==> src/rtl/adda_pkg.sv <==
/* Converter-side definitions
 * Sample width, PmodDA2 operating modes and the DAC frame word
 */
package adda_pkg;

	localparam int sample_w = 12;	// Both converters are 12 bit
	localparam int dac_frame_w = 16;

	typedef logic [sample_w-1:0] sample_t;

	// DA2 operating mode bits, sent just ahead of the sample
	typedef enum logic [1:0]
	{
		dac_mode_normal  = 2'd0,
		dac_mode_pd_1k   = 2'd1,	// Output to ground through 1k
		dac_mode_pd_100k = 2'd2,	// Output to ground through 100k
		dac_mode_pd_hiz  = 2'd3
	} dac_mode_e;

	// Field view of one DAC frame, most significant first
	typedef struct packed
	{
		logic [1:0] zero;	// Don't care bits, kept at zero
		dac_mode_e mode;
		sample_t data;
	} dac_fields_t;

	// Built by fields, shifted out as raw bits
	typedef union packed
	{
		logic [dac_frame_w-1:0] raw;
		dac_fields_t f;
	} dac_frame_u;

endpackage

==> src/rtl/filt_pkg.sv <==
/* Signal-processing definitions
 * Sample pair from the ADC and the per-lane filter result
 */
package filt_pkg;

	localparam int n_lanes = 2;	// One lane per ADC channel

	// Both ADC channels of one conversion frame
	typedef struct packed
	{
		adda_pkg::sample_t ch0;
		adda_pkg::sample_t ch1;
	} sample_pair_t;

	// One lane output, valid for a single cycle
	typedef struct packed
	{
		logic valid;
		adda_pkg::sample_t value;
	} lane_out_t;

endpackage

==> src/rtl/ad1_reader.sv <==
/* PmodAD1 reader
 * Runs conversion frames back to back and deserializes both channels
 */
module ad1_reader
	import adda_pkg::*, filt_pkg::*;
#(
	parameter int sck_half = 2,
	parameter int frame_gap = 40
)
(
	input  logic genclk,
	input  logic rst_n,
	input  logic d0,
	input  logic d1,
	output logic cs,
	output logic sck,
	output sample_pair_t pair,
	output logic pair_valid
);

	localparam int div_w = $clog2(sck_half + 1);
	localparam int gap_w = $clog2(frame_gap + 1);

	typedef enum logic [1:0]
	{
		st_gap,
		st_frame,
		st_done
	} state_t;

	state_t state;
	logic [div_w-1:0] div_cnt;
	logic [gap_w-1:0] gap_cnt;
	logic [3:0] bit_cnt;	// Rising edges seen in this frame
	logic div_wrap;
	logic sample_en;
	sample_t shift0;
	sample_t shift1;

	assign div_wrap = (div_cnt == div_w'(sck_half - 1));
	assign sample_en = (state == st_frame) && div_wrap && !sck;	// Next sck edge is rising

	always_ff @(posedge genclk or negedge rst_n)
	begin
		if (!rst_n)
		begin
			state <= st_gap;
			cs <= 1'b1;
			sck <= 1'b1;
			div_cnt <= '0;
			gap_cnt <= '0;
			bit_cnt <= '0;
			pair_valid <= 1'b0;
		end
		else
		begin
			pair_valid <= 1'b0;
			case (state)
				st_gap:
				begin
					if (gap_cnt == gap_w'(frame_gap - 1))
					begin
						gap_cnt <= '0;
						cs <= 1'b0;	// Start conversion
						div_cnt <= '0;
						bit_cnt <= '0;
						state <= st_frame;
					end
					else
						gap_cnt <= gap_cnt + 1'b1;
				end
				st_frame:
				begin
					if (div_wrap)
					begin
						div_cnt <= '0;
						sck <= ~sck;
						if (sample_en)
						begin
							bit_cnt <= bit_cnt + 1'b1;
							if (bit_cnt == 4'd15)
							begin
								cs <= 1'b1;	// Last bit taken
								state <= st_done;
							end
						end
					end
					else
						div_cnt <= div_cnt + 1'b1;
				end
				st_done:
				begin
					pair_valid <= 1'b1;
					state <= st_gap;
				end
				default:
					state <= st_gap;
			endcase
		end
	end

	// Leading four bits fall out of the top
	always_ff @(posedge genclk)
	begin
		if (sample_en)
		begin
			shift0 <= {shift0[sample_w-2:0], d0};
			shift1 <= {shift1[sample_w-2:0], d1};
		end
	end

	// Shift registers hold still through the gap
	assign pair = '{ch0: shift0, ch1: shift1};

endmodule

==> src/rtl/deriv_lane.sv <==
/* Three-tap FIR differentiator lane
 * y = 2x(m) - x(m+1)/2 - 3x(m-1)/2 plus DC offset, or raw bypass
 */
module deriv_lane
	import adda_pkg::*, filt_pkg::*;
#(
	parameter int dc_offset = 128
)
(
	input  logic genclk,
	input  logic rst_n,
	input  sample_t sample,
	input  logic sample_valid,
	input  logic bypass,
	output lane_out_t result
);

	sample_t x_next;	// x(m+1)
	sample_t x_cur;	// x(m)
	logic [15:0] two_x;
	logic [15:0] half_new;
	logic [15:0] three_x;
	logic [15:0] y_wide;
	logic res_valid;
	sample_t res_value;

	// Terms taken from the history as it stands after this shift
	always_comb
	begin
		two_x = 16'(x_next) << 1;	// Old x(m+1) becomes x(m)
		half_new = 16'(sample >> 1);
		three_x = 16'(x_cur) + 16'(x_cur) + 16'(x_cur);	// Old x(m) becomes x(m-1)
		y_wide = two_x - half_new - (three_x >> 1) + 16'(dc_offset);
	end

	always_ff @(posedge genclk or negedge rst_n)
	begin
		if (!rst_n)
		begin
			x_next <= '0;
			x_cur <= '0;
			res_valid <= 1'b0;
		end
		else
		begin
			res_valid <= sample_valid;
			if (sample_valid && !bypass)	// History frozen in bypass
			begin
				x_cur <= x_next;
				x_next <= sample;
			end
		end
	end

	always_ff @(posedge genclk)
	begin
		if (sample_valid)
			res_value <= bypass ? sample : y_wide[sample_w-1:0];	// Wraps mod 4096
	end

	assign result = '{valid: res_valid, value: res_value};

endmodule

==> src/rtl/da2_writer.sv <==
/* PmodDA2 writer
 * Shifts both lane results out as DAC frames on two data lines at once
 */
module da2_writer
	import adda_pkg::*, filt_pkg::*;
#(
	parameter int sck_half = 2
)
(
	input  logic genclk,
	input  logic rst_n,
	input  lane_out_t res_a,
	input  lane_out_t res_b,
	output logic sync,
	output logic sck,
	output logic din_a,
	output logic din_b
);

	localparam int div_w = $clog2(sck_half + 1);

	typedef enum logic [1:0]
	{
		st_idle,
		st_shift,
		st_end
	} state_t;

	state_t state;
	logic [div_w-1:0] div_cnt;
	logic [4:0] bit_cnt;	// Falling edges seen in this frame
	logic div_wrap;
	logic load;
	logic last_rise;
	logic shift_en;
	dac_frame_u frame_a;
	dac_frame_u frame_b;
	dac_frame_u sh_a;
	dac_frame_u sh_b;

	always_comb
	begin
		frame_a.f.zero = 2'b00;
		frame_a.f.mode = dac_mode_normal;
		frame_a.f.data = res_a.value;
		frame_b.f.zero = 2'b00;
		frame_b.f.mode = dac_mode_normal;
		frame_b.f.data = res_b.value;
	end

	// All lanes pulse together, lane 0 paces the writer
	assign load = (state == st_idle) && res_a.valid;
	assign div_wrap = (div_cnt == div_w'(sck_half - 1));
	assign last_rise = (bit_cnt == 5'd16);
	assign shift_en = (state == st_shift) && div_wrap && !sck && !last_rise;

	always_ff @(posedge genclk or negedge rst_n)
	begin
		if (!rst_n)
		begin
			state <= st_idle;
			sync <= 1'b1;
			sck <= 1'b1;
			din_a <= 1'b0;
			din_b <= 1'b0;
			div_cnt <= '0;
			bit_cnt <= '0;
		end
		else
		begin
			case (state)
				st_idle:
				begin
					if (load)
					begin
						sync <= 1'b0;
						din_a <= frame_a.raw[15];	// MSB out with sync
						din_b <= frame_b.raw[15];
						div_cnt <= '0;
						bit_cnt <= '0;
						state <= st_shift;
					end
				end
				st_shift:
				begin
					if (div_wrap)
					begin
						div_cnt <= '0;
						sck <= ~sck;
						if (sck)
							bit_cnt <= bit_cnt + 1'b1;	// DAC samples here
						else if (last_rise)
						begin
							din_a <= 1'b0;
							din_b <= 1'b0;
							state <= st_end;
						end
						else
						begin
							din_a <= sh_a.raw[15];
							din_b <= sh_b.raw[15];
						end
					end
					else
						div_cnt <= div_cnt + 1'b1;
				end
				st_end:
				begin
					sync <= 1'b1;
					state <= st_idle;
				end
				default:
					state <= st_idle;
			endcase
		end
	end

	// Holds the bits still to go, next one on top
	always_ff @(posedge genclk)
	begin
		if (load)
		begin
			sh_a.raw <= {frame_a.raw[14:0], 1'b0};
			sh_b.raw <= {frame_b.raw[14:0], 1'b0};
		end
		else if (shift_en)
		begin
			sh_a.raw <= {sh_a.raw[14:0], 1'b0};
			sh_b.raw <= {sh_b.raw[14:0], 1'b0};
		end
	end

endmodule

==> src/rtl/deriv_filter_top.sv <==
/* Two-channel derivative filter
 * PmodAD1 in, one FIR differentiator lane per channel, PmodDA2 out
 */
module deriv_filter_top
	import adda_pkg::*, filt_pkg::*;
#(
	parameter int sck_half = 2,
	parameter int frame_gap = 40,
	parameter int dc_offset = 128
)
(
	input  logic genclk,
	input  logic rst_n,
	input  logic adc_d0,
	input  logic adc_d1,
	input  logic [1:0] bypass,
	output logic adc_cs,
	output logic adc_sck,
	output logic dac_sync,
	output logic dac_sck,
	output logic dac_din_a,
	output logic dac_din_b
);

	sample_pair_t pair;
	logic pair_valid;
	sample_t lane_in [n_lanes];
	lane_out_t lane_res [n_lanes];

	ad1_reader #(
		.sck_half(sck_half),
		.frame_gap(frame_gap)
	) u_reader (
		.genclk(genclk),
		.rst_n(rst_n),
		.d0(adc_d0),
		.d1(adc_d1),
		.cs(adc_cs),
		.sck(adc_sck),
		.pair(pair),
		.pair_valid(pair_valid)
	);

	assign lane_in[0] = pair.ch0;	// Channel i feeds lane i
	assign lane_in[1] = pair.ch1;

	for (genvar i = 0; i < n_lanes; i++)
	begin : g_lane
		deriv_lane #(
			.dc_offset(dc_offset)
		) u_lane (
			.genclk(genclk),
			.rst_n(rst_n),
			.sample(lane_in[i]),
			.sample_valid(pair_valid),
			.bypass(bypass[i]),
			.result(lane_res[i])
		);
	end

	da2_writer #(
		.sck_half(sck_half)
	) u_writer (
		.genclk(genclk),
		.rst_n(rst_n),
		.res_a(lane_res[0]),
		.res_b(lane_res[1]),
		.sync(dac_sync),
		.sck(dac_sck),
		.din_a(dac_din_a),
		.din_b(dac_din_b)
	);

endmodule

==> config.mk <==
export PLATFORM = sky130hd
export DESIGN_NAME = deriv_filter_top
export DESIGN_NICKNAME = d
export VERILOG_FILES = /design/src/rtl/adda_pkg.sv /design/src/rtl/filt_pkg.sv /design/src/rtl/ad1_reader.sv /design/src/rtl/deriv_lane.sv /design/src/rtl/da2_writer.sv /design/src/rtl/deriv_filter_top.sv
export SDC_FILE = /design/constraint.sdc
export NUM_CORES = 1
export LEC_CHECK = 0
export BUFFER_PORTS_ARGS = -buffer_cell sky130_fd_sc_hd__buf_2
export CAP_MARGIN = 20
export CORE_MARGIN = 3
export CORE_UTILIZATION = 30
export CTS_CLUSTER_DIAMETER = 30
export DETAILED_ROUTE_END_ITERATION = 16
export HOLD_SLACK_MARGIN = 0.06
export MAX_ROUTING_LAYER = met4
export PLACE_DENSITY = 0.51
export RECOVER_POWER = 50
export SYNTH_ARGS = -nofsm -noshare
export SYNTH_HDL_FRONTEND = slang
export SYNTH_SLANG_ARGS = --single-unit
export TNS_END_PERCENT = 20
==> constraint.sdc <==
create_clock -name genclk -period 4.5 [get_ports genclk]
set_clock_uncertainty 0.1 [all_clocks]
set_input_delay 0.675 -clock genclk [delete_from_list [all_inputs] [get_ports genclk]]
set_output_delay 0.675 -clock genclk [all_outputs]
set_load 0.01 [all_outputs]
# After elaboration in Yosys (flattened, before gate mapping)
# Index checks and enable logic that the tools add are counted.
# Widths: inputs -> output; s select.
# word_totals
elab_cells	139
regBits	157
out_inout_bits	6
# classes
reduce_logical	30
add_sub_neg	15
mux	47
n_eq_ne	18
bitwise	2
# ops
operator	count
$mux 13	4
$add 12x12->13	2
$add 13x12->13	2
$add 12x8->12 const B	2
$mux 12	2
$mux 2	12
$sub 12x11->12	2
$sub 12x12->12	2
$reduce_and 4->1	5
$pmux 2 s2	4
$mux 5	3
$ne 2x1->1 const B	7
$mux 1	12
$mux 4	3
$pmux 5 s2	1
$reduce_and 2->1	5
$eq 2x1->1 const B	4
$logic_and 1x1->1	8
$pmux 1 s2	4
$pmux 4 s2	1
$reduce_bool 2->1	4
$add 6x1->6 const B	1
$eq 6x6->1 const B	1
$mux 6	1
other kinds (11)	20

# Logic depth before layout (Yosys ltp)
# Gate-level depths: netlist (run 1).
# logic_depth
word_depth	6
depth_mapped	17

# Hierarchy
# A second synthesis (run 1) with hierarchy kept.
# unflattened
cells_unflattened	708
area_unflattened_um2	8685.8
# by_module_without_submodules
module	cells_per_inst	area_each_um2	instances	seq_area_each_um2
deriv_lane (g_lane[0].u_lane)	241	2642.5	1	985.9
deriv_lane (g_lane[1].u_lane)	238	2622.5	1	985.9
da2_writer	133	1906.8	1	1168.6
ad1_reader	96	1514.0	1	1148.6

# Worst setup path after synthesis (run 1)
# OpenSTA, ideal clock, no wires.
# synth_path
path_kind	register to register
from	register g_lane[1].u_lane.x_cur[1]
to	register g_lane[1].u_lane.res_value[11], data pin
required_time_ps	4251
setup_slack_ps	10
setup_ps	149
stages_incl_launch_ff	18
arrival_time_ps	4242
path_cell_list	dfrtp_1 ha_1 fa_1 a21o_1 a21oi_2 o21ai_1 or4_1 nand2_1 xor2_1 fa_1 ha_1 ha_1 a21oi_1 o21ai_0 a31o_2 a21oi_1 xnor3_1 mux2i_1
# synth_between
elab_chain_cells	5
# synth_lines
element	line_no	source
start: declaration	deriv_lane.sv:19	sample_t x_cur;
start signal: assignment	deriv_lane.sv:49	x_cur <= x_next;
$add 12x12->13	deriv_lane.sv:32	three_x = 16'(x_cur) + 16'(x_cur) + 16'(x_cur);
$add 13x12->13 (*)	deriv_lane.sv:32	
$sub 12x12->12 (*)	deriv_lane.sv:33	y_wide = two_x - half_new - (three_x >> 1) + 16'(dc_offset);
$add 12x8->12 (*)	deriv_lane.sv:33	
$mux 12 (*)	deriv_lane.sv:58	res_value <= bypass ? sample : y_wide[sample_w-1:0];
end signal: assignment	deriv_lane.sv:58	
end: declaration	deriv_lane.sv:25	sample_t res_value;
# Mark *: on every way between the ends. The rest lies on a longest branch, timed or not.
# A chain may end at the register's enable or synchronous reset.

# Worst setup path in the final report (run 1)
# layout_path
from	register g_lane[1].u_lane.x_cur[0]
to	register g_lane[1].u_lane.res_value[11], data pin
# Same word-level chain as after synthesis.

==> results of run 1 <==
metrics by stage:
stage	setup TNS [ns]	hold WS, ns	power, mW	utilization, %
2_1_floorplan	0	0.279	1.53	-
3_3_place_gp	-0.0566	0.357	1.55	32.9
3_5_place_dp	-0.207	0.351	1.55	32.9
4_1_cts	0	0.214	2.84	35.0
5_1_grt	-0.638	0.303	2.91	35.1
6_report	0	0.327	2.79	35.1
layer usage:
metal  global-route usage [%]  part of all wire, %  up-vias  wire length (um)
li1                         -                    -     2621                 -
met5                        -                    0        -                 0
met2                     16.4                   47       38              6930
met4                     3.19                  1.1        0               161
met3                     2.37                  2.1       10               319
met1                     13.8                   50     2456              7440
power breakdown:
part | total (mW) | switching, mW | internal, mW
logic | 0.0303 | 0.0234 | 0.00690
registers | 1.49 | 0 | 1.49
clock network | 1.27 | 0.572 | 0.700
total | 2.79 | 0.595 | 2.20
how the worst max path moves through the flow:
stage                                   start                             end  slack [ns]  cells after the start
floorplan           g_lane[1].u_lane.x_cur[1]  g_lane[1].u_lane.res_value[11]        0.01                     17
global placement    g_lane[1].u_lane.x_cur[0]  g_lane[1].u_lane.res_value[11]       -0.05                     17
detailed placement  g_lane[1].u_lane.x_cur[0]  g_lane[1].u_lane.res_value[11]       -0.12                     17
CTS                 g_lane[1].u_lane.x_cur[0]  g_lane[1].u_lane.res_value[11]        0.01                     21
global route        g_lane[1].u_lane.x_cur[0]  g_lane[1].u_lane.res_value[11]       -0.20                     17
finish              g_lane[1].u_lane.x_cur[0]  g_lane[1].u_lane.res_value[11]        0.04                     21
cell families after synthesis:
group                    synth area share, %
AO/OA/AOI/OAI                           9.94
multiplexers                            9.20
XOR/XNOR                                4.56
AND/OR/NAND/NOR                         8.15
flip-flops                              49.8
adder cells (fa/ha/maj)                 15.2
buffers and inverters                   3.15
cell type report:
class | count | area share, %
Timing Repair Buffer | 40 | 2.69
Sequential cell | 157 | 43.4
Tap cell | 378 | 4.82
Clock buffer | 20 | 4.45
Clock inverter | 12 | 0.739
Inverter | 49 | 1.87
Multi-Input combinational cell | 488 | 42.0
timing repair:
| action | CTS | global route |
|---|---|---|
| pin swaps | 6 | 1 |
| endpoints found under the setup margin | 4 | 5 |
| gates resized for setup | 8 | 11 |
| buffers inserted | 6 | 0 |
placed cells by master (no fill, tap or decap), types with 25 or more instances in the layout:
cell type / count
ha_1: 61
inv_1: 49
xor2_1: 26
edfxtp_1: 72
buf_4: 25
mux2_2: 62
nand2_1: 64
nor2_1: 32
o21ai_0: 59
dfrtp_1: 75
sequential cells by signal, indices dropped and copies added (netlist names), 2 cells and up:
name / cells
u_writer.sh_a: 15
u_reader.div_cnt: 2
u_writer.div_cnt: 2
u_reader.shift1: 12
u_reader.state: 2
u_reader.bit_cnt: 4
u_reader.shift0: 12
g_lane.u_lane.res_value: 24
u_writer.bit_cnt: 5
g_lane.u_lane.x_cur: 24
u_writer.sh_b: 15
u_reader.gap_cnt: 6
g_lane.u_lane.x_next: 24
u_writer.state: 2
==> impl_metrics.yaml, run 1 <==
status:
  status: "complete, but fails checks"
  violations: "capacitance limit, slew limit"
run:
  drv_cap: 2
setup_path:
  timing.rr.end: "g_lane[1].u_lane.res_value[11]"
  slowest_stage: "fa_1"
  crit_arrival_ns: 4.62
  reg2reg_depth: 21
  cp_max_fo: 2
  path_cells: "ha_2, fa_2, a21o_1, a21oi_2, o21ai_1, or4_1, nand2_1, buf_4, buf_4, buf_4, buf_4, buf_4, buf_4, buf_4, a311oi_2, fa_1, ha_2, ha_4, a21oi_2, xnor3_1, mux2i_1"
  worst-setup-path-type: "reg2reg"
  r2r-start: "g_lane[1].u_lane.x_cur[0]"
  worst_ep_required_time_ns: 4.67
  regToRegSetupSlack_ns: 0.04
  path_delay_family: "adder cells"
  cp_num_buf_inv: 7
  cpMostUsedCell: "buf_4"
  cp-end-kind: "flop"
  critical-path-max-stage-delay_ns: 0.52
  start_kind: "flop"
layout:
  area_growth_pct: 14.5
  fin_area_sq_um: 9820
  drive_above_1_share_pct: 20.6
  finalNonFillerCells: 1144
  nFillCells: 2843
  fin_nets: 849
  diodes: 0
  seq_area_sq_um: 4260
  multi_input_area_sq_um: 4120
placed_design:
  dp_cells: 1105
  post-place-ws_ns: -0.121
  dp.final_hpwl_mm: 10.3
  gp_congestion: 0.735
  place_area_sq_um: 9180
  port_buffers: 11
timing:
  finalCritPeriodShare_pct: 99.0
  slew_headroom_pct: -96.5
  rsz0062_at_grt: "true"
  setup_violations: 0
  final.min_clock_period_ns: 4.46
  slew_violations: 80
  worst_pin_slew_ns: 2.95
  hold_viol: 0
  layout_setup_ws_ns: 0.0441
  max_freq_mhz: 224
clock_network:
  cts_tree: "yes"
  root_buffer: "clkbuf_16"
  clk_latency_ns: 0.42
  h-tree-depth: 4
  clockBufferDepth: 2
  numCtsBuffers: 17
  clock_sinks: 157
  holdBufCountCts: 0
  clk_pin_slew_ns: 0.06
grt:
  gr-total-overflow: 0
  grt_use_total_pct: 10.5
  grt_max_degree: 53
  antenna_found_initial: 0
  grt_pass1_vias: 5200
  grt_pass1_wl_mm: 25.6
yosys:
  synth_common_cells: "75 x dfrtp_1, 72 x edfxtp_1, 66 x ha_1"
  async_reset_ff_share_pct: 50.3
  synthTopCellsByArea: "edfxtp_1 25%, dfrtp_1 22%, ha_1 9.6%"
  synth.distinct_cells: 56
  ys_warn_count: 0
  ys_seq_elements: 157
  synth_edf_count: 72
  yosysMostFrequentCell: "dfrtp_1"
  yosysSeqAreaShare_pct: 49.8
  syn_area_per_cell_sq_um: 12.0
  synth_top_area_cell: "edfxtp_1"
  syn_area_sq_um: 8570
  synth_cells: 712
  synth_fp_nets: 808
  synth_ff_type: "dfrtp_1"
  yosysTopAreaCellShare_pct: 25.2
die:
  dieArea_sq_um: 30600
  die_h_um: 175
  dieWidth_um: 175
  start_util_pct: 30.7
  row_count: 61
  coreArea_sq_um: 27900
  pin_count: 12
route:
  drtPass1Iterations: 4
  drtIter0Drc: 220
  via_count: 5125
  route.antenna.remaining_nets: 0
  drt-total-wl_mm: 14.9
  drc: 0
  viasPerCell: 4.48
  routedWlPerCell_um: 13.0
power_and_ir_drop:
  powerDensity_nw_per_um2: 285
  peakVddDrop_mv: 0.222
  cellLeakagePower_nw: 4.11
hold_path:
  worstHoldStart: "adc_d1"
  holdPathStages: 1
  hold_end: "u_reader.shift1[0]"
  hp-class: "in2reg"
No activity file was read; power rests on OpenSTA's default activity.
==> inputs of run 2 (changes only) <==
--- a/config.mk
+++ b/config.mk
@@ -5,6 +5,7 @@
 export SDC_FILE = /design/constraint.sdc
 export NUM_CORES = 1
 export LEC_CHECK = 0
+export ABC_AREA = 1
 export BUFFER_PORTS_ARGS = -buffer_cell sky130_fd_sc_hd__buf_2
 export CAP_MARGIN = 20
 export CORE_MARGIN = 3
==> run 2 against run 1 <==
Against the previous run:
- the flow still finishes with violations (capacitance limit, slew limit)
- sequential power hardly changed
- non-clock buffer count decreased by 22
- utilization is 0.48 points lower
- final cell count is 20% higher
- register-to-register slack improved by 0.49 ns
- fmax up 12%
- synthesized cell count grew 34%
- wire length increased by 13%
- first-iteration DRC count grew 10%
- count of clock-buffer cells in the layout is 1 higher
- cell area is 2.2% higher
- worst hold slack improved by 0.0060 ns
==> impl_metrics.yaml, run 2 <==
die:
  dieArea_sq_um: 31600
  die_h_um: 178
  dieWidth_um: 178
  pin_count: 12
  start_util_pct: 30.6
  row_count: 62
  coreArea_sq_um: 28900
route:
  drt-total-wl_mm: 16.7
  via_count: 6074
  routedWlPerCell_um: 12.2
  viasPerCell: 4.42
  drtIter0Drc: 243
  drtPass1Iterations: 4
  drc: 0
  route.antenna.remaining_nets: 0
yosys:
  synth_cells: 956
  yosysTopAreaCellShare_pct: 24.4
  synth_fp_nets: 1052
  syn_area_sq_um: 8860
  synth_common_cells: "251 x nand2_1, 129 x inv_1, 75 x dfrtp_1"
  yosysSeqAreaShare_pct: 48.1
  synthTopCellsByArea: "edfxtp_1 24%, dfrtp_1 21%, nand2_1 11%"
  syn_area_per_cell_sq_um: 9.27
  synth_ff_type: "dfrtp_1"
  async_reset_ff_share_pct: 50.3
  synth_edf_count: 72
  ys_warn_count: 0
  synth_top_area_cell: "edfxtp_1"
  ys_seq_elements: 157
  synth.distinct_cells: 42
  yosysMostFrequentCell: "nand2_1"
grt:
  gr-max-usage-layer: "met2"
  met2_usage_pct: 18.4
  antenna_found_initial: 0
  grt_pass1_vias: 6132
  use_met3_pct: 2.46
  gr-total-overflow: 0
  grt_max_degree: 59
  gr-usage-met1_pct: 15.9
  grt_use_total_pct: 11.9
  grt_pass1_wl_mm: 29.8
setup_path:
  regToRegSetupSlack_ns: 0.54
  timing.rr.end: "g_lane[1].u_lane.res_value[11]"
  reg2reg_depth: 16
  worst-setup-path-type: "reg2reg"
  cp_max_fo: 4
  critical-path-max-stage-delay_ns: 0.45
  critPathLaunch: "g_lane[1].u_lane.x_cur[1]"
  start_kind: "flop"
  crit_arrival_ns: 4.04
  worst_ep_required_time_ns: 4.58
  cpMostUsedCell: "nand3_1"
  slowest_stage: "fa_1"
  cp-end-kind: "flop"
  r2r-start: "g_lane[1].u_lane.x_cur[1]"
  path_cells: "ha_1, fa_1, nand3_1, nand2_1, a211oi_1, xor2_1, fa_1, ha_1, ha_1, inv_1, o21ai_0, a21oi_1, nand3_1, nand3_1, nand3_1, nand2_1"
clock_network:
  holdBufCountCts: 0
  cts_tree: "yes"
  clock_sinks: 157
  postCtsSetupBuffers: 0
  clk_pin_slew_ns: 0.06
  cts.repair.resized: 0
  clockBufferDepth: 2
  clk_latency_ns: 0.43
  h-tree-depth: 4
  root_buffer: "clkbuf_16"
  numCtsBuffers: 17
timing:
  rsz0062_at_grt: "false"
  finalCritPeriodShare_pct: 88.1
  holdWs_ns: 0.333
  hold_viol: 0
  setup_tns_ns: 0
  max_freq_mhz: 252
  slew_violations: 126
  setup_violations: 0
  final.min_clock_period_ns: 3.96
  worst_pin_slew_ns: 3.38
  slew_headroom_pct: -125
status:
  violations: "capacitance limit, slew limit"
  status: "complete, but fails checks"
layout:
  finalNonFillerCells: 1373
  area_growth_pct: 13.1
  reg_top3: "g_lane.u_lane.res_value x24, g_lane.u_lane.x_cur x24, g_lane.u_lane.x_next x24"
  nFillCells: 2934
  layout_commonest_cell: "nand2_1"
  drive_above_1_share_pct: 7.99
  diodes: 0
  final_util_pct: 34.7
  layout_common_cells: "251 x nand2_1, 129 x inv_1, 75 x dfrtp_1"
  fin_nets: 1072
  seq_area_sq_um: 4260
  multi_input_area_sq_um: 4020
placed_design:
  dp_cells: 1339
  port_buffers: 11
  gp_congestion: 0.824
  dp.final_hpwl_mm: 12.1
power_and_ir_drop:
  powerDensity_nw_per_um2: 305
  peakVddDrop_mv: 0.246
  comb_power_share_pct: 1.0
  clkPwrFrac_pct: 50.2
  cellLeakagePower_nw: 4.73
  p_total_mw: 3.06
  power.internal_mw: 2.43
  switching_power_mw: 0.633
  swShare_pct: 20.7
  seq_power_share_pct: 48.8
hold_path:
  hp-class: "in2reg"
  hold_end: "u_reader.shift0[0]"
  worstHoldStart: "adc_d0"
  holdPathStages: 1
run:
  drv_cap: 3
==> run 2: changes by cell type after synthesis, sizes merged, moves of 10 or more <==
cell   change
nand3     +47
inv       +82
nor2      +33
mux2      -44
xor2      -10
a21oi     +12
nand2    +189
==> run 2: layout make-up <==
type / instances / area share [%]
clock buffer: 21 / 4.70
clock inverter: 11 / 1.53
inverter: 133 / 4.99
multi-input combinational: 649 / 40.1
sequential: 157 / 42.5
tap: 384 / 4.79
timing repair buffer: 18 / 1.34
==> run 2: worst max-delay path, delay by kind of cell (launching register included) <==
| family | cells | cell delay (ns) |
|---|---|---|
| fa+ha+maj | 5 | 1.74 |
| flops | 1 | 0.43 |
| buf+inv | 1 | 0.08 |
| simple gates | 6 | 0.57 |
| compound gates | 3 | 0.57 |
| xor+xnor | 1 | 0.22 |
==> run 2: through the flow <==
stage	setup WS, ns	cell area [sq um]
global route	0.189	10000
detailed placement	0.528	9360
finish	0.536	10000
floorplan	0.841	8860
CTS	0.505	9990
global placement	0.567	9360
==> run 2: how the worst max path moves through the flow <==
stage | slack [ns] | endpoint | cells past startpoint
after floorplan | 0.84 | g_lane[1].u_lane.res_value[11] | 16
after global placement | 0.57 | g_lane[1].u_lane.res_value[11] | 16
after detailed placement | 0.53 | g_lane[1].u_lane.res_value[11] | 16
after CTS | 0.50 | g_lane[1].u_lane.res_value[11] | 16
after global routing | 0.19 | g_lane[0].u_lane.res_value[11] | 17
final | 0.54 | g_lane[1].u_lane.res_value[11] | 16
==> run 2: power groups by stage <==
stage | clock network, mW | logic, mW | registers [mW]
after CTS | 1.59 | 0.0356 | 1.49
after global routing | 1.64 | 0.0390 | 1.49
after detailed placement | 0 | 0.0355 | 1.52
after floorplan | 0 | 0.0109 | 1.52
final | 1.54 | 0.0319 | 1.49
after global placement | 0 | 0.0351 | 1.52
==> run 2: logic make-up after synthesis <==
| kind of cell | synth area share [%] |
|---|---|
| DFF | 48.1 |
| xor gates and xnor gates | 2.47 |
| and+or+nand+nor | 17.9 |
| buffers and inverters | 6.51 |
| muxes | 2.40 |
| adders and majority gates | 14.7 |
| AOI/OAI and AO/OA | 7.91 |
==> run 2: per-layer routing <==
metal	up-vias	routed length [um]
li1	3166	-
met1	2849	8710
met3	19	345
met2	40	7470
met5	-	0
met4	0	184
==> inputs of run 3 (changes only) <==
--- a/config.mk
+++ b/config.mk
@@ -8,6 +8,7 @@
 export ABC_AREA = 1
 export BUFFER_PORTS_ARGS = -buffer_cell sky130_fd_sc_hd__buf_2
 export CAP_MARGIN = 20
+export CORE_ASPECT_RATIO = 1.2
 export CORE_MARGIN = 3
 export CORE_UTILIZATION = 30
 export CTS_CLUSTER_DIAMETER = 30
@@ -16,6 +17,7 @@
 export MAX_ROUTING_LAYER = met4
 export PLACE_DENSITY = 0.51
 export RECOVER_POWER = 50
+export SKIP_LAST_GASP = 1
 export SYNTH_ARGS = -nofsm -noshare
 export SYNTH_HDL_FRONTEND = slang
 export SYNTH_SLANG_ARGS = --single-unit
==> run 3 against run 2 <==
Against the previous run:
- the flow still finishes with violations (capacitance limit, slew limit)
- combinational power fell by 2%
- first-iteration DRC count decreased by 12%
- utilization down 0.23 points
- sequential power hardly changed
- wire length fell by 0.84%
- worst hold slack worse by 0.0089 ns
- via count about the same
- count of clock-buffer cells in the layout did not move
- largest power group is now registers
==> impl_metrics.yaml, run 3 (synthesized netlist as in run 2, its figures left out) <==
hold_path:
  hp-class: "in2reg"
layout:
  drive_above_1_share_pct: 8.10
  reg_top3: "g_lane.u_lane.res_value x24, g_lane.u_lane.x_cur x24, g_lane.u_lane.x_next x24"
  layout_commonest_cell: "nand2_1"
  fin_nets: 1071
  fin_area_sq_um: 9960
  area_growth_pct: 12.4
  diodes: 0
  nFillCells: 3032
  layout_common_cells: "251 x nand2_1, 129 x inv_1, 75 x dfrtp_1"
grt:
  gr-total-overflow: 0
  antenna_found_initial: 0
  grt_pass1_vias: 6134
  grt_max_degree: 43
  grt_use_total_pct: 11.6
  grt_pass1_wl_mm: 29.3
setup_path:
  worst-setup-path-type: "reg2reg"
  worst_ep_required_time_ns: 4.56
  slowest_stage: "fa_1"
  crit_arrival_ns: 4.04
  cp_max_fo: 5
  start_kind: "flop"
  path_cells: "ha_1, nand3_1, nand3_1, a21oi_1, o21ai_0, nand2_1, nand2_1, nand2_1, nand2_1, fa_1, inv_1, ha_1, ha_1, inv_1, o21ai_0, a31oi_1, nand3_1, nand3_1, o21ai_0"
  critical-path-max-stage-delay_ns: 0.48
  cp-end-kind: "flop"
route:
  viasPerCell: 4.43
  route.antenna.remaining_nets: 0
  via_count: 6078
  drtPass1Iterations: 5
  drt-total-wl_mm: 16.6
  routedWlPerCell_um: 12.1
  drtIter0Drc: 214
  drc: 0
die:
  dieArea_sq_um: 31700
  dieWidth_um: 163
  start_util_pct: 30.6
  coreArea_sq_um: 28900
  row_count: 68
  pin_count: 12
  die_h_um: 194
status:
  status: "complete, but fails checks"
  violations: "capacitance limit, slew limit"
timing:
  slew_headroom_pct: -55.2
  max_freq_mhz: 252
  hold_viol: 0
  slew_violations: 147
  setup_tns_ns: 0
  final.min_clock_period_ns: 3.97
  finalCritPeriodShare_pct: 88.3
  rsz0062_at_grt: "false"
  worst_pin_slew_ns: 2.33
  setup_violations: 0
clock_network:
  numCtsBuffers: 17
  h-tree-depth: 4
  clockBufferDepth: 2
  holdBufCountCts: 0
  postCtsSetupBuffers: 0
  root_buffer: "clkbuf_16"
  clk_latency_ns: 0.43
  clock_sinks: 157
  cts_tree: "yes"
  cts.repair.resized: 0
  clk_pin_slew_ns: 0.07
power_and_ir_drop:
  cellLeakagePower_nw: 4.70
  powerDensity_nw_per_um2: 296
  peakVddDrop_mv: 0.210
placed_design:
  gp_congestion: 0.854
  port_buffers: 11
  place_area_sq_um: 9360
  dp.final_hpwl_mm: 12.1
run:
  drv_cap: 4
## run 3: changes by cell type in the layout (fill, tap and decap cells not counted)
cell and change:
clkinv_2 +1, clkinvlp_4 +2, bufinv_16 -2, buf_2 +2, clkinv_4 -1, clkbuf_1 -2, clkbuf_8 +1, buf_4 -1
inv_4 +1, inv_6 -1, buf_16 -1
## run 3: path summary, 6_finish.rpt
kind | from | to | slack, ns | depth (start not counted)
worst max register to register | g_lane[0].u_lane.x_cur[2] | g_lane[0].u_lane.res_value[10] | 0.53 | 19
worst min-delay path | adc_d1 | u_reader.shift1[0] | 0.32 | 1
worst min register to register | u_reader.shift1[5] | u_reader.shift1[6] | 0.34 | 0
max in group asynchronous | rst_n | u_reader.bit_cnt[1] | 1.39 | 2
min in group asynchronous | rst_n | u_writer.bit_cnt[1] | 0.84 | 1
worst max-delay path | g_lane[0].u_lane.x_cur[2] | g_lane[0].u_lane.res_value[10] | 0.53 | 19
## run 3: where the power goes
group	internal [mW]	switching, mW	total, mW
sequential	1.49	0	1.49
clock	0.828	0.597	1.42
combinational	0.00580	0.0254	0.0312
total	2.33	0.622	2.95
## run 3: worst max-delay path: cells and delay by family (launching register included)
kind / cells / cell delay [ns]
AO/OA/AOI/OAI: 5 / 0.79
adder cells (fa/ha/maj): 4 / 1.52
buffers and inverters: 2 / 0.16
flip-flops: 1 / 0.43
AND/OR/NAND/NOR: 8 / 0.72
## run 3: per-layer routing
metal	up-vias	routed length (um)	part of all wire (%)	global-route usage (%)
met5	-	0	0	-
met4	0	274	1.7	3.54
met3	24	313	1.9	2.24
met2	49	8040	49	18.6
met1	2831	7940	48	14.9
li1	3174	-	-	-
## run 3: stage by stage
step | worst slack, ns | utilization, % | cells | power, mW | hold WS, ns
after floorplan | 0.841 | - | 956 | 1.53 | 0.279
after global placement | 0.537 | 32.4 | 1340 | 1.56 | 0.332
after detailed placement | 0.491 | 32.4 | 1340 | 1.56 | 0.338
after CTS | 0.482 | 34.4 | 1372 | 3.00 | 0.141
after global routing | 0.170 | 34.4 | 1373 | 3.07 | 0.305
final | 0.525 | 34.4 | 1373 | 2.95 | 0.325
## run 3: cell type report
class,instances,area (sq um),area share (%)
flip-flops and latches,157,4260,42.8
multi-input cells,649,4020,40.4
inverters,133,500,5.03
clock buffers,21,482,4.84
well taps,385,482,4.84
repair buffers,17,105,1.06
clock inverters,11,103,1.03
